**config.mk**
```make
export PLATFORM = sky130hd
export DESIGN_NAME = gather_top
export DESIGN_NICKNAME = d
export VERILOG_FILES = /design/src/stream_pkg.sv /design/src/buffer_pkg.sv /design/src/gather_top.sv /design/src/line_buffer.sv /design/src/word_packer.sv
export SDC_FILE = /design/constraint.sdc
export NUM_CORES = 1
export LEC_CHECK = 0
export BUFFER_PORTS_ARGS = -buffer_cell sky130_fd_sc_hd__buf_2
export CORE_MARGIN = 1.5
export CORE_UTILIZATION = 35
export CTS_CLUSTER_DIAMETER = 50
export DETAILED_ROUTE_END_ITERATION = 10
export HOLD_SLACK_MARGIN = 0.12
export PLACE_DENSITY = 0.48
export SLEW_MARGIN = 30
export SYNTH_ARGS = -nofsm -noshare
export SYNTH_HDL_FRONTEND = slang
export SYNTH_SLANG_ARGS = --single-unit
```
**constraint.sdc**
```tcl
create_clock -name clk -period 10 [get_ports clk]
set_input_delay 1 -clock clk [delete_from_list [all_inputs] [get_ports clk]]
set_output_delay 1 -clock clk [all_outputs]
set_load 0.03 [all_outputs]
```
**src/stream_pkg.sv**
```systemverilog
// sample and packed word definitions shared by the packer, the line buffer and the testbench
package stream_pkg;

    // one incoming sample from the memory read port
    localparam int sample_width = 16;

    // samples gathered into one wide word, a whole multiple of the sample width
    localparam int lane_count = 4;

    // the lane counter has to reach lane_count itself, so it needs one bit more than the index
    localparam int lane_count_width = $clog2(lane_count) + 1;

    typedef logic [sample_width-1:0] sample_t;

    // lane 0 sits in the low bits and holds the oldest sample of a group
    typedef struct packed
    {
        sample_t [lane_count-1:0] lane;
    } word_t;

endpackage
```
**src/buffer_pkg.sv**
```systemverilog
// line buffer geometry, address types and the read request port shared by buffer, top and testbench
package buffer_pkg;

    import stream_pkg::*;

    // number of packed words held on chip
    localparam int buffer_depth = 16;

    localparam int addr_width = $clog2(buffer_depth);

    // a word address inside the buffer
    typedef logic [addr_width-1:0] addr_t;

    // fill level runs from 0 up to buffer_depth inclusive, hence one extra bit
    typedef logic [addr_width:0] level_t;

    // read strobe and its address travel together
    typedef struct packed
    {
        logic  valid;  // one-cycle request strobe
        addr_t addr;   // word to return on the next cycle
    } rd_req_t;

    // storage array of the line buffer
    typedef word_t buffer_mem_t [buffer_depth];

endpackage

```
**src/gather_top.sv**
```systemverilog
// top level of the sample gatherer, packing the sample stream into words and buffering them for readback
`timescale 1ns/100ps

module gather_top
    import stream_pkg::*;
    import buffer_pkg::*;
(
    input  logic    clk,
    input  logic    reset,
    input  logic    sample_valid,  // accepted whenever high, no back-pressure
    input  sample_t sample,
    input  logic    clear,
    input  rd_req_t rd_req,
    output word_t   rd_data,
    output logic    rd_valid,
    output level_t  level,
    output logic    full
);

    // completed word and its one-cycle pulse from the packer into the buffer
    word_t word;
    logic  word_valid;

    word_packer packer
    (
        .clk          (clk),
        .reset        (reset),
        .sample_valid (sample_valid),
        .sample       (sample),
        .word         (word),
        .word_valid   (word_valid)
    );

    // words land in the buffer at the edge that ends their valid cycle
    line_buffer buffer
    (
        .clk        (clk),
        .reset      (reset),
        .clear      (clear),
        .word       (word),
        .word_valid (word_valid),
        .rd_req     (rd_req),
        .rd_data    (rd_data),
        .rd_valid   (rd_valid),
        .level      (level),
        .full       (full)
    );

endmodule

```
**src/line_buffer.sv**
```systemverilog
// on-chip line buffer that stores packed words in arrival order and serves registered reads by address
`timescale 1ns/100ps

module line_buffer
    import stream_pkg::*;
    import buffer_pkg::*;
(
    input  logic    clk,
    input  logic    reset,
    input  logic    clear,
    input  word_t   word,
    input  logic    word_valid,
    input  rd_req_t rd_req,
    output word_t   rd_data,
    output logic    rd_valid,
    output level_t  level,
    output logic    full
);

    buffer_mem_t mem;       // word storage, no reset
    addr_t       wr_ptr_q;  // next address to write
    level_t      level_q;   // words stored since the last clear
    logic        write_en;

    // full follows the stored level directly
    assign full = (level_q == level_t'(buffer_depth));

    assign level = level_q;

    // clear takes priority over a word arriving in the same cycle, a full buffer drops words
    assign write_en = word_valid && !full && !clear;

    always_ff @(posedge clk)
    begin
        if (reset)
        begin
            wr_ptr_q <= '0;
            level_q  <= '0;
        end
        else if (clear)
        begin
            wr_ptr_q <= '0;
            level_q  <= '0;
        end
        else if (write_en)
        begin
            wr_ptr_q <= wr_ptr_q + addr_t'(1);
            level_q  <= level_q + level_t'(1);
        end
    end

    always_ff @(posedge clk)
    begin
        if (write_en)
        begin
            mem[wr_ptr_q] <= word;
        end
    end

    // the read strobe is registered along with the data so both appear one cycle later
    always_ff @(posedge clk)
    begin
        if (reset)
        begin
            rd_valid <= 1'b0;
        end
        else
        begin
            rd_valid <= rd_req.valid;
        end
    end

    always_ff @(posedge clk)
    begin
        if (rd_req.valid)
        begin
            rd_data <= mem[rd_req.addr];  // data is held between reads
        end
    end

    level_in_range: assert property (
        @(posedge clk) disable iff (reset)
        level_q <= level_t'(buffer_depth)
    )
    else $error("fill level beyond buffer_depth");

    // a request yields exactly one response cycle and nothing appears without one
    read_latency_one: assert property (
        @(posedge clk) disable iff (reset)
        1'b1 |=> (rd_valid == $past(rd_req.valid))
    )
    else $error("rd_valid does not follow rd_req.valid by one cycle");

endmodule

```
**src/word_packer.sv**
```systemverilog
// serial-in parallel-out packer that turns a strobe of narrow samples into wide words with a valid pulse
`timescale 1ns/100ps

module word_packer
    import stream_pkg::*;
(
    input  logic    clk,
    input  logic    reset,
    input  logic    sample_valid,
    input  sample_t sample,
    output word_t   word,
    output logic    word_valid
);

    word_t                       shift_q;       // lanes gathered so far
    logic [lane_count_width-1:0] lane_count_q;  // accepted samples of the current group
    logic                        count_full;
    logic                        count_full_d;

    // the group is complete once the counter has reached the lane count
    assign count_full = (lane_count_q == lane_count_width'(lane_count));

    // only the first cycle of a full counter is reported, so each group gives one pulse
    assign word_valid = count_full && !count_full_d;

    assign word = shift_q;

    always_ff @(posedge clk)
    begin
        if (reset)
        begin
            count_full_d <= 1'b0;
        end
        else
        begin
            count_full_d <= count_full;
        end
    end

    // a word_valid cycle closes the group; a sample arriving in it starts the next one
    always_ff @(posedge clk)
    begin
        if (reset)
        begin
            lane_count_q <= '0;
        end
        else if (word_valid)
        begin
            lane_count_q <= sample_valid ? lane_count_width'(1) : '0;
        end
        else if (sample_valid)
        begin
            lane_count_q <= lane_count_q + lane_count_width'(1);
        end
    end

    // new samples enter the top lane and older ones move down towards lane 0
    always_ff @(posedge clk)
    begin
        if (sample_valid)
        begin
            shift_q.lane <= {sample, shift_q.lane[lane_count-1:1]};
        end
    end

    // the pulse must drop again before the next group can complete
    word_valid_single_cycle: assert property (
        @(posedge clk) disable iff (reset)
        word_valid |=> !word_valid
    )
    else $error("word_valid held high for two cycles");

    lane_count_in_range: assert property (
        @(posedge clk) disable iff (reset)
        lane_count_q <= lane_count_width'(lane_count)
    )
    else $error("lane counter beyond lane_count");

endmodule

```
==> results of run 1 <==
synth_stat cells (2+ instances only):
cell | n | area, um2
buf_4 | 6 | 45.0
a22oi_1 | 128 | 961
nand3_1 | 5 | 25.0
or4_1 | 3 | 22.5
nor4_1 | 4 | 25.0
or3_1 | 4 | 25.0
nor2_1 | 2 | 7.51
nand2_1 | 70 | 263
a21oi_1 | 11 | 55.1
buf_6 | 13 | 146
edfxtp_1 | 1152 | 34600
dfxtp_1 | 14 | 280
inv_1 | 8 | 30.0
nor3_1 | 13 | 65.1
nand2b_1 | 6 | 37.5
nor2b_1 | 3 | 18.8
ha_1 | 8 | 100
buf_1 | 17 | 63.8
o31ai_1 | 2 | 15.0
mux4_2 | 256 | 5770
buf_2 | 14 | 70.1
o21ai_0 | 9 | 45.0
clkbuf_1 | 39 | 146
placed cells by master, fill, tap and decap left out, drive strengths merged, types with 2 or more instances in the layout:
| master | instances |
|---|---|
| ha | 8 |
| mux4 | 256 |
| buf | 144 |
| nor2b | 3 |
| nand2 | 70 |
| or3 | 4 |
| bufinv | 12 |
| nand3 | 5 |
| clkinv | 36 |
| nor3 | 13 |
| clkbuf | 174 |
| or4 | 3 |
| o31ai | 2 |
| inv | 18 |
| a21oi | 11 |
| clkinvlp | 4 |
| nor4 | 4 |
| o21ai | 9 |
| dfxtp | 14 |
| a22oi | 128 |
| edfxtp | 1152 |
| nor2 | 2 |
| nand2b | 6 |
final timing paths:
kind                            slack [ns]                    from  cells after the start             endpoint
worst max-delay path                  6.23  packer.lane_count_q[0]                      7    buffer.mem[2][31]
worst min-delay path                  0.45               sample[2]                      1      packer.word[50]
worst max register to register        6.23  packer.lane_count_q[0]                      7    buffer.mem[2][31]
worst min register to register        0.50  packer.lane_count_q[2]                      2  packer.count_full_d
state kept, by name, indices dropped and copies added (netlist names):
signal and count:
buffer.level 5, packer.word 64, packer.count_full_d 1, buffer.mem 1024, buffer.rd_data 64, packer.lane_count_q 3, buffer.rd_valid 1, buffer.wr_ptr_q 4
report_power, final:
group	total [uW]	internal, uW	switching [uW]	leakage (uW)
clock network	4740	2830	1920	0.00206
registers	5530	5440	94.5	0.0106
logic	347	137	210	0.00301
through the flow:
| step | instances | total power (uW) | utilization, % |
|---|---|---|---|
| after floorplan | 1795 | 5820 | - |
| after global placement | 3470 | 5980 | 37.3 |
| after detailed placement | 3473 | 5990 | 37.4 |
| after CTS | 3708 | 10700 | 40.9 |
| after global routing | 3710 | 11000 | 40.9 |
| final | 3710 | 10600 | 40.9 |
layer usage:
layer  track usage [%]  vias up  part of all wire (%)
met3              3.35      149                   5.3
li1                  -     8074                     -
met5                 0        -                 0.025
met2              28.5      541                    49
met4              4.39        4                   1.7
met1              24.0    10700                    44
critical path: cells and delay by family (launching register included):
family                     cells  cell delay [ns]
buffers and inverters          3             1.49
and+or+nand+nor                3             1.27
DFF                            1             0.31
adders and majority gates      1             0.22
cell type report:
class	count	area [um2]	share of cell area (%)
timing repair buffer	144	1000	2.01
inverter	9	33.8	0.0678
sequential	1166	34900	70.0
clock buffer	174	3560	7.14
clock inverter	61	697	1.40
tap	1625	2030	4.08
multi-input combinational	531	7600	15.3
cells by family after synthesis:
kind of cell / Yosys count / share of synthesized area, %
fa+ha+maj: 8 / 0.234
mux: 256 / 13.4
compound gates: 150 / 2.51
simple gates: 116 / 1.26
flops: 1166 / 81.4
buf+inv: 98 / 1.18
xor+xnor: 1 / 0.0204
==> impl_metrics.csv, run 1 <==
group,metric,value,unit
drt,routed_wl,107000,um
logic_synthesis,synthArstFlopShare,0,%
global_routing,grt.overflow.total,0,
critical_path,cp_cell_sequence,"inv_1, ha_1, and3b_1, nand2_1, nor4_2, buf_4, buf_4",
sta,fin_tns_setup,0,ns
final_layout,fin_nets,2016,
pwr,ir_worst_vdd,0.152,mV
global_routing,grt_usage,17.4,%
drt,num_vias,19500,
drt,drc_errors,0,
pwr,power.density,213,nW/um2
logic_synthesis,synth_area,42900,um2
cts,ctsResizeCount,0,
die,ios,96,
final_layout,fill_cells,10700,
die,die_w,353,um
drt,routed_via_density,5.25,
critical_path,arrival,4.10,ns
cts,cts_root_buffer,"clkbuf_16",
final_layout,synthToLayoutAreaGrowth,16.2,%
die,die-area,125000,um2
global_routing,grt_max_degree,104,
critical_path,crit_type,"flop to flop",
cts,cts_buffer_depth,3,
pwr,p_leak,0.0156,uW
sta,timing.slew.headroom,32.7,%
place,place.gp.congestion,0.709,
global_routing,grt_pass1_wl,154000,um
drt,drt-initial-drc-count,1959,
critical_path,start_kind,"flop",
critical_path,path_common_cell,"buf_4",
logic_synthesis,synth_area_per_cell,23.9,um2
cts,cts-htree-levels,4,
final_layout,antennaDiodeCount,0,
cts,clk_latency,0.72,ns
sta,fmax,265,MHz
min_path,hold_class,"input pin to flop",
cts,cts_sinks,1166,
sta,worstMarginPinSlew,1.01,ns
sta,setup_viol,0,
cts,hold_buffers,0,
drt,dr.pass1.iters,7,
critical_path,max_stage_delay,0.76,ns
cts,postCtsSetupBuffers,0,
logic_synthesis,ys_warn_count,0,
place,place_area,45500,um2
logic_synthesis,synth_cell_type_count,31,
critical_path,cp-end-kind,"flop",
logic_synthesis,syn_inst,1795,
sta,setup_ws,6.23,ns
sta,holdWs,0.446,ns
drt,postRouteAntennaNets,0,
cts,cts_buffers,131,
place,io_buffers,95,
sta,finalMaxSlewViolations,0,
final_layout,drive_above_1_share,28.9,%
logic_synthesis,synth_edf_count,1152,
cts,cts_tree,"yes",
logic_synthesis,yosysSeqAreaShare,81.4,%
critical_path,worstPathRequired,10.33,ns
cts,path_clk_slew,0.06,ns
global_routing,grt_pass1_vias,21000,
sta,fin_crit_sh,37.7,%
final_layout,design_area,49800,um2
logic_synthesis,ys_ff_latch,1166,
die,initial_utilization,35.2,%
place,place_ws,6.22,ns
global_routing,antenna_found_initial,6,
critical_path,cpMaxStageDelayCell,"buf_4",
critical_path,cp_max_fo,33,
sta,rsz0062_at_grt,"false",
drt,wl_per_cell,28.9,um
run,cap_viol_max_count,0,
sta,hold_viol_final,0,
sta,fin_skew,0.0224,ns
place,hpwl,52700,um
logic_synthesis,synth_ff_type,"edfxtp_1",
die,die_h,353,um
sta,period_needed,3.77,ns
die,core,122000,um2
status,outcome,"finished, final reports clean",
logic_synthesis,syn_nets,1828,
die,rows,128,
Power figures use the tool's default switching activity.
==> run 2, diff against run 1 <==
- ABC_AREA: not set -> 1
- clock period: 10 -> 3.73 ns (I/O delays scaled with it)
==> impl_metrics.csv, run 2 <==
group,metric,value,unit
min_path,worst_hold_path.endpoint,"packer.word[57]",
logic_synthesis,synth_area,48500,um2
drt,drt-initial-drc-count,2457,
final_layout,register_area,34900,um2
critical_path,path_common_cell,"nand2_1",
die,ios,96,
run,cap_viol_max_count,0,
cts,clk_latency,0.76,ns
cts,path_clk_slew,0.06,ns
logic_synthesis,synth_area_per_cell,11.1,um2
place,io_buffers,95,
logic_synthesis,syn_nets,4406,
logic_synthesis,yosys-top-cells-area,"edfxtp_1, nand2_1, nand3_1, inv_1, buf_2",
final_layout,layout_commonest_cell,"nand2_1",
critical_path,cpMaxStageDelayCell,"nor2_4",
drt,routed_via_density,4.69,
global_routing,grt_max_degree,132,
critical_path,crit_type,"flop to flop",
final_layout,fill_cells,13000,
pwr,ir_worst_vdd,0.329,mV
critical_path,max_stage_delay,0.68,ns
cts,cts_buffers,141,
critical_path,worstReg2RegStart,"buffer.level[0]",
critical_path,worstReg2RegEnd,"buffer.mem[14][63]",
sta,fin_skew,0.0228,ns
cts,cts-htree-levels,4,
logic_synthesis,synth_top_area_share,71.4,%
final_layout,regMostFlops,"buffer.mem",
die,rows,136,
final_layout,fin_nets,4514,
critical_path,cp_cell_sequence,"inv_1, ha_1, nand2_1, inv_1, nand2_1, nand2_1, nor2_4, nand2_1, nor2_4, buf_12",
final_layout,final_cell_mix,"nand2_1, edfxtp_1, inv_1, nand3_1, clkbuf_16",
sta,setup_viol,0,
die,initial_utilization,35.3,%
sta,fin_crit_sh,79.7,%
drt,dr.pass1.iters,5,
sta,rsz0062_at_grt,"false",
die,die_w,375,um
status,outcome,"finished, final reports clean",
logic_synthesis,synthArstFlopShare,0,%
logic_synthesis,synth_ff_type,"edfxtp_1",
sta,hold_viol_final,0,
die,core,137000,um2
global_routing,antenna_found_initial,2,
cts,cts_buffer_depth,3,
cts,postCtsSetupBuffers,0,
sta,fmax,337,MHz
min_path,holdCritStartpoint,"sample_valid",
logic_synthesis,ys_warn_count,0,
drt,postRouteAntennaNets,0,
critical_path,arrival,3.41,ns
sta,timing.slew.headroom,39.0,%
logic_synthesis,synth_cell_type_count,22,
critical_path,worstRegToRegCells,10,
die,die-area,141000,um2
final_layout,synthToLayoutAreaGrowth,15.0,%
critical_path,cp-end-kind,"flop",
sta,worstMarginPinSlew,0.915,ns
cts,ctsResizeCount,0,
sta,setup_ws,0.758,ns
pwr,p_leak,0.0229,uW
critical_path,worstPathRequired,4.17,ns
cts,cts_root_buffer,"clkbuf_16",
logic_synthesis,yosys.area.top_type,"edfxtp_1",
global_routing,grt.overflow.total,0,
logic_synthesis,synth_most_common_cell,"nand2_1",
min_path,whs_path_depth,1,
final_layout,multi_input_area,9490,um2
sta,finalMaxSlewViolations,0,
die,die_h,375,um
drt,wl_per_cell,20.0,um
cts,cts_sinks,1166,
critical_path,cp.depth,10,
logic_synthesis,synth_edf_count,1152,
final_layout,drive_above_1_share,8.39,%
critical_path,cp_max_fo,21,
logic_synthesis,ys_ff_latch,1166,
critical_path,reg2reg_slack,0.76,ns
cts,cts_tree,"yes",
critical_path,start_kind,"flop",
sta,holdWs,0.168,ns
final_layout,final_util,40.5,%
logic_synthesis,syn_inst,4373,
min_path,hold_class,"input pin to flop",
place,place_ws,0.725,ns
drt,routed_wl,127000,um
global_routing,grt_usage,18.2,%
place,hpwl,65700,um
critical_path,crit_family,"simple AND/OR/NAND/NOR gates",
drt,num_vias,30000,
global_routing,grt_pass1_wl,191000,um
place,place.gp.congestion,0.719,
pwr,power.density,530,nW/um2
cts,hold_buffers,18,
sta,period_needed,2.97,ns
global_routing,grt_pass1_vias,28900,
critical_path,worst-path-buf-inv,3,
logic_synthesis,yosys-top-cells-count,"nand2_1, edfxtp_1, inv_1, nand3_1, buf_2",
drt,drc_errors,0,
logic_synthesis,yosysSeqAreaShare,71.9,%
final_layout,largest_reg_flops,1024,
-- run 2: logic make-up after synthesis --
kind of cell    Yosys count  share of synthesized area, %
buf+inv                1002                          8.73
simple gates           2180                          18.9
flops                  1166                          71.9
compound gates           16                         0.170
xor+xnor                  1                        0.0181
fa+ha+maj                 8                         0.206
-- run 2: worst max-delay path by stage --
stage / from / endpoint / slack (ns)
2_1_floorplan: buffer.level[0] / buffer.mem[0][0] / -0.89
3_3_place_gp: buffer.level[0] / buffer.mem[14][63] / 0.77
3_5_place_dp: buffer.level[0] / buffer.mem[14][60] / 0.72
4_1_cts: buffer.level[0] / buffer.mem[14][22] / 0.71
5_1_grt: buffer.level[0] / buffer.mem[14][63] / 0.53
6_report: buffer.level[0] / buffer.mem[14][63] / 0.76
-- run 2: routing by layer --
layer / part of all wire, % / GRT usage [%] / routed length, um
met2: 47 / 29.5 / 60000
met1: 46 / 25.4 / 59200
met5: 0 / 0 / 0
met3: 4.3 / 2.95 / 5490
met4: 2.2 / 5.03 / 2810
-- run 2: layout make-up --
cell class / instances / share of cell area [%]
timing repair buffer: 177 / 2.86
multi-input combinational: 2205 / 17.0
tap: 1794 / 4.03
sequential: 1166 / 62.6
antenna: 1 / 0.00449
inverter: 790 / 5.40
clock buffer: 163 / 6.59
clock inverter: 88 / 1.51
-- run 2: stage by stage --
stage	TNS (ns)	instance area (um2)	total power, uW	cells
3_5_place_dp	0	51000	16500	6114
4_1_cts	0	55700	29900	6383
5_1_grt	0	55700	30500	6383
3_3_place_gp	0	51000	16500	6114
2_1_floorplan	-911.89	48500	15800	4373
6_report	0	55700	29500	6384
-- run 2: report_power, final --
group	internal [uW]	switching, uW	total, uW	leakage [uW]
Sequential	14600	286	14900	0.0106
Clock	7850	5490	13300	0.00217
Combinational	350	951	1300	0.0102
==> run 3, diff against run 2 <==
- clock period: 3.73 -> 2.75 ns (I/O delays scaled with it)
==> impl_metrics.csv, run 3 (synthesis gave the netlist of run 2 again) <==
group,metric,value,unit
pwr,power.density,723,nW/um2
sta,rsz0062_at_grt,"false",
critical_path,max_stage_delay,0.35,ns
place,place_inst,6156,
critical_path,arrival,2.85,ns
sta,period_needed,2.42,ns
final_layout,fin_nets,4565,
cts,cts_sinks,1166,
sta,fin_skew,0.0346,ns
cts,postCtsSetupBuffers,0,
drt,wl_per_cell,20.7,um
cts,cts_root_buffer,"clkbuf_16",
drt,routed_wl,133000,um
min_path,holdCritStartpoint,"rd_req[3]",
die,initial_utilization,35.3,%
final_layout,regMostFlops,"buffer.mem",
drt,routed_via_density,4.70,
final_layout,drive_above_1_share,9.74,%
cts,cts-htree-levels,4,
global_routing,grt_max_degree,113,
place,place.gp.congestion,0.794,
critical_path,start_kind,"flop",
critical_path,cp.depth,9,
global_routing,grt.overflow.total,0,
drt,drc_errors,0,
critical_path,crit_type,"flop to flop",
drt,num_vias,30300,
cts,cts_buffers,146,
sta,fin_crit_sh,88.0,%
sta,fmax,413,MHz
sta,worstMarginPinSlew,0.933,ns
final_layout,layout_commonest_cell,"nand2_1",
final_layout,final_util,41.1,%
place,place_area,51600,um2
drt,dr.pass1.iters,5,
die,die-area,141000,um2
run,cap_viol_max_count,0,
final_layout,largest_reg_flops,1024,
sta,timing.slew.headroom,37.8,%
critical_path,worstPathRequired,3.18,ns
die,die_w,375,um
final_layout,final_cell_count_no_fill,6438,
sta,setup_viol,0,
cts,cts_buffer_depth,3,
drt,postRouteAntennaNets,0,
global_routing,grt_usage,19.0,%
cts,path_clk_slew,0.06,ns
status,outcome,"finished, final reports clean",
sta,holdWs,0.183,ns
place,hpwl,75700,um
global_routing,antenna_found_initial,5,
sta,finalMaxSlewViolations,0,
sta,hold_viol_final,0,
sta,fin_tns_setup,0,ns
final_layout,synthToLayoutAreaGrowth,16.6,%
critical_path,crit_start,"packer.lane_count_q[0]",
die,ios,96,
die,rows,136,
critical_path,path_common_cell,"nor2_4",
die,die_h,375,um
die,core,137000,um2
critical_path,worstReg2RegStart,"packer.lane_count_q[0]",
drt,drt-initial-drc-count,2513,
critical_path,cp-end-kind,"flop",
critical_path,worstRegToRegCells,9,
critical_path,worst-path-buf-inv,2,
cts,cts_tree,"yes",
final_layout,design_area,56500,um2
critical_path,crit_family,"simple AND/OR/NAND/NOR gates",
pwr,p_leak,0.0234,uW
min_path,whs_path_depth,4,
pwr,ir_worst_vdd,0.455,mV
cts,clk_latency,0.77,ns
critical_path,cp_cell_sequence,"inv_1, ha_1, nand2_1, nor2_4, nand2_4, nor2_4, nand2_4, nor2_4, buf_12",
global_routing,grt_pass1_vias,28900,
final_layout,final_cell_mix,"nand2_1, edfxtp_1, inv_1, nand3_1, clkbuf_16",
place,io_buffers,95,
critical_path,cpMaxStageDelayCell,"nor2_4",
critical_path,cp_max_fo,31,
global_routing,grt_pass1_wl,198000,um
min_path,hold_class,"input pin to flop",
run 3: changes by cell type in the layout (fill, tap and decap cells not counted), sizes merged:
cell,previous run,this run
clkinvlp,12,4
dlygate4sd3,18,22
clkbuf,163,164
buf,159,201
bufinv,11,12
inv,797,802
clkinv,58,67
run 3: worst reg2reg max path: stages, from the launching register on:
cell and delay, ns:
dfxtp_1 0.32, inv_1 0.07, ha_1 0.14, nand2_1 0.10
nor2_4 0.18, nand2_4 0.09, nor2_4 0.35, nand2_4 0.16
nor2_4 0.35, buf_12 0.29
run 3: cell type report:
| type | count | area [um2] |
|---|---|---|
| well taps | 1794 | 2240 |
| multi-input cells | 2205 | 9530 |
| inverters | 790 | 3010 |
| repair buffers | 223 | 2150 |
| diodes | 1 | 2.50 |
| flip-flops and latches | 1166 | 34900 |
| clock buffers | 164 | 3830 |
| fillers | 13100 | 81000 |
| clock inverters | 95 | 857 |
run 3: power by group:
part / switching (uW) / internal, uW
sequential: 416 / 19800
combinational: 1370 / 535
clock: 7580 / 11200
run 3: worst paths after layout:
path / slack [ns] / end
max reg2reg: 0.33 / buffer.mem[1][2]
max: 0.33 / buffer.mem[1][2]
min: 0.18 / buffer.rd_data[7]
min reg2reg: 0.50 / packer.lane_count_q[2]
run 3: stage by stage:
step | worst slack (ns) | power (uW)
after detailed placement | 0.317 | 22500
after global routing | 0.175 | 42100
after global placement | 0.289 | 22500
after CTS | 0.300 | 41300
final | 0.331 | 40800
after floorplan | 0.00665 | 21500
run 3: per-layer routing:
metal	global-route usage (%)	vias up	part of all wire, %
met5	0	-	0
met4	4.88	0	1.8
met3	2.98	148	4.9
met2	30.2	735	47
met1	27.2	14800	46
li1	-	14600	-
run 3: what timing repair did:
action	4_1_cts	5_1_grt
gates resized for setup	0	0
hold buffers	22	0
endpoints found under the hold margin	68	0
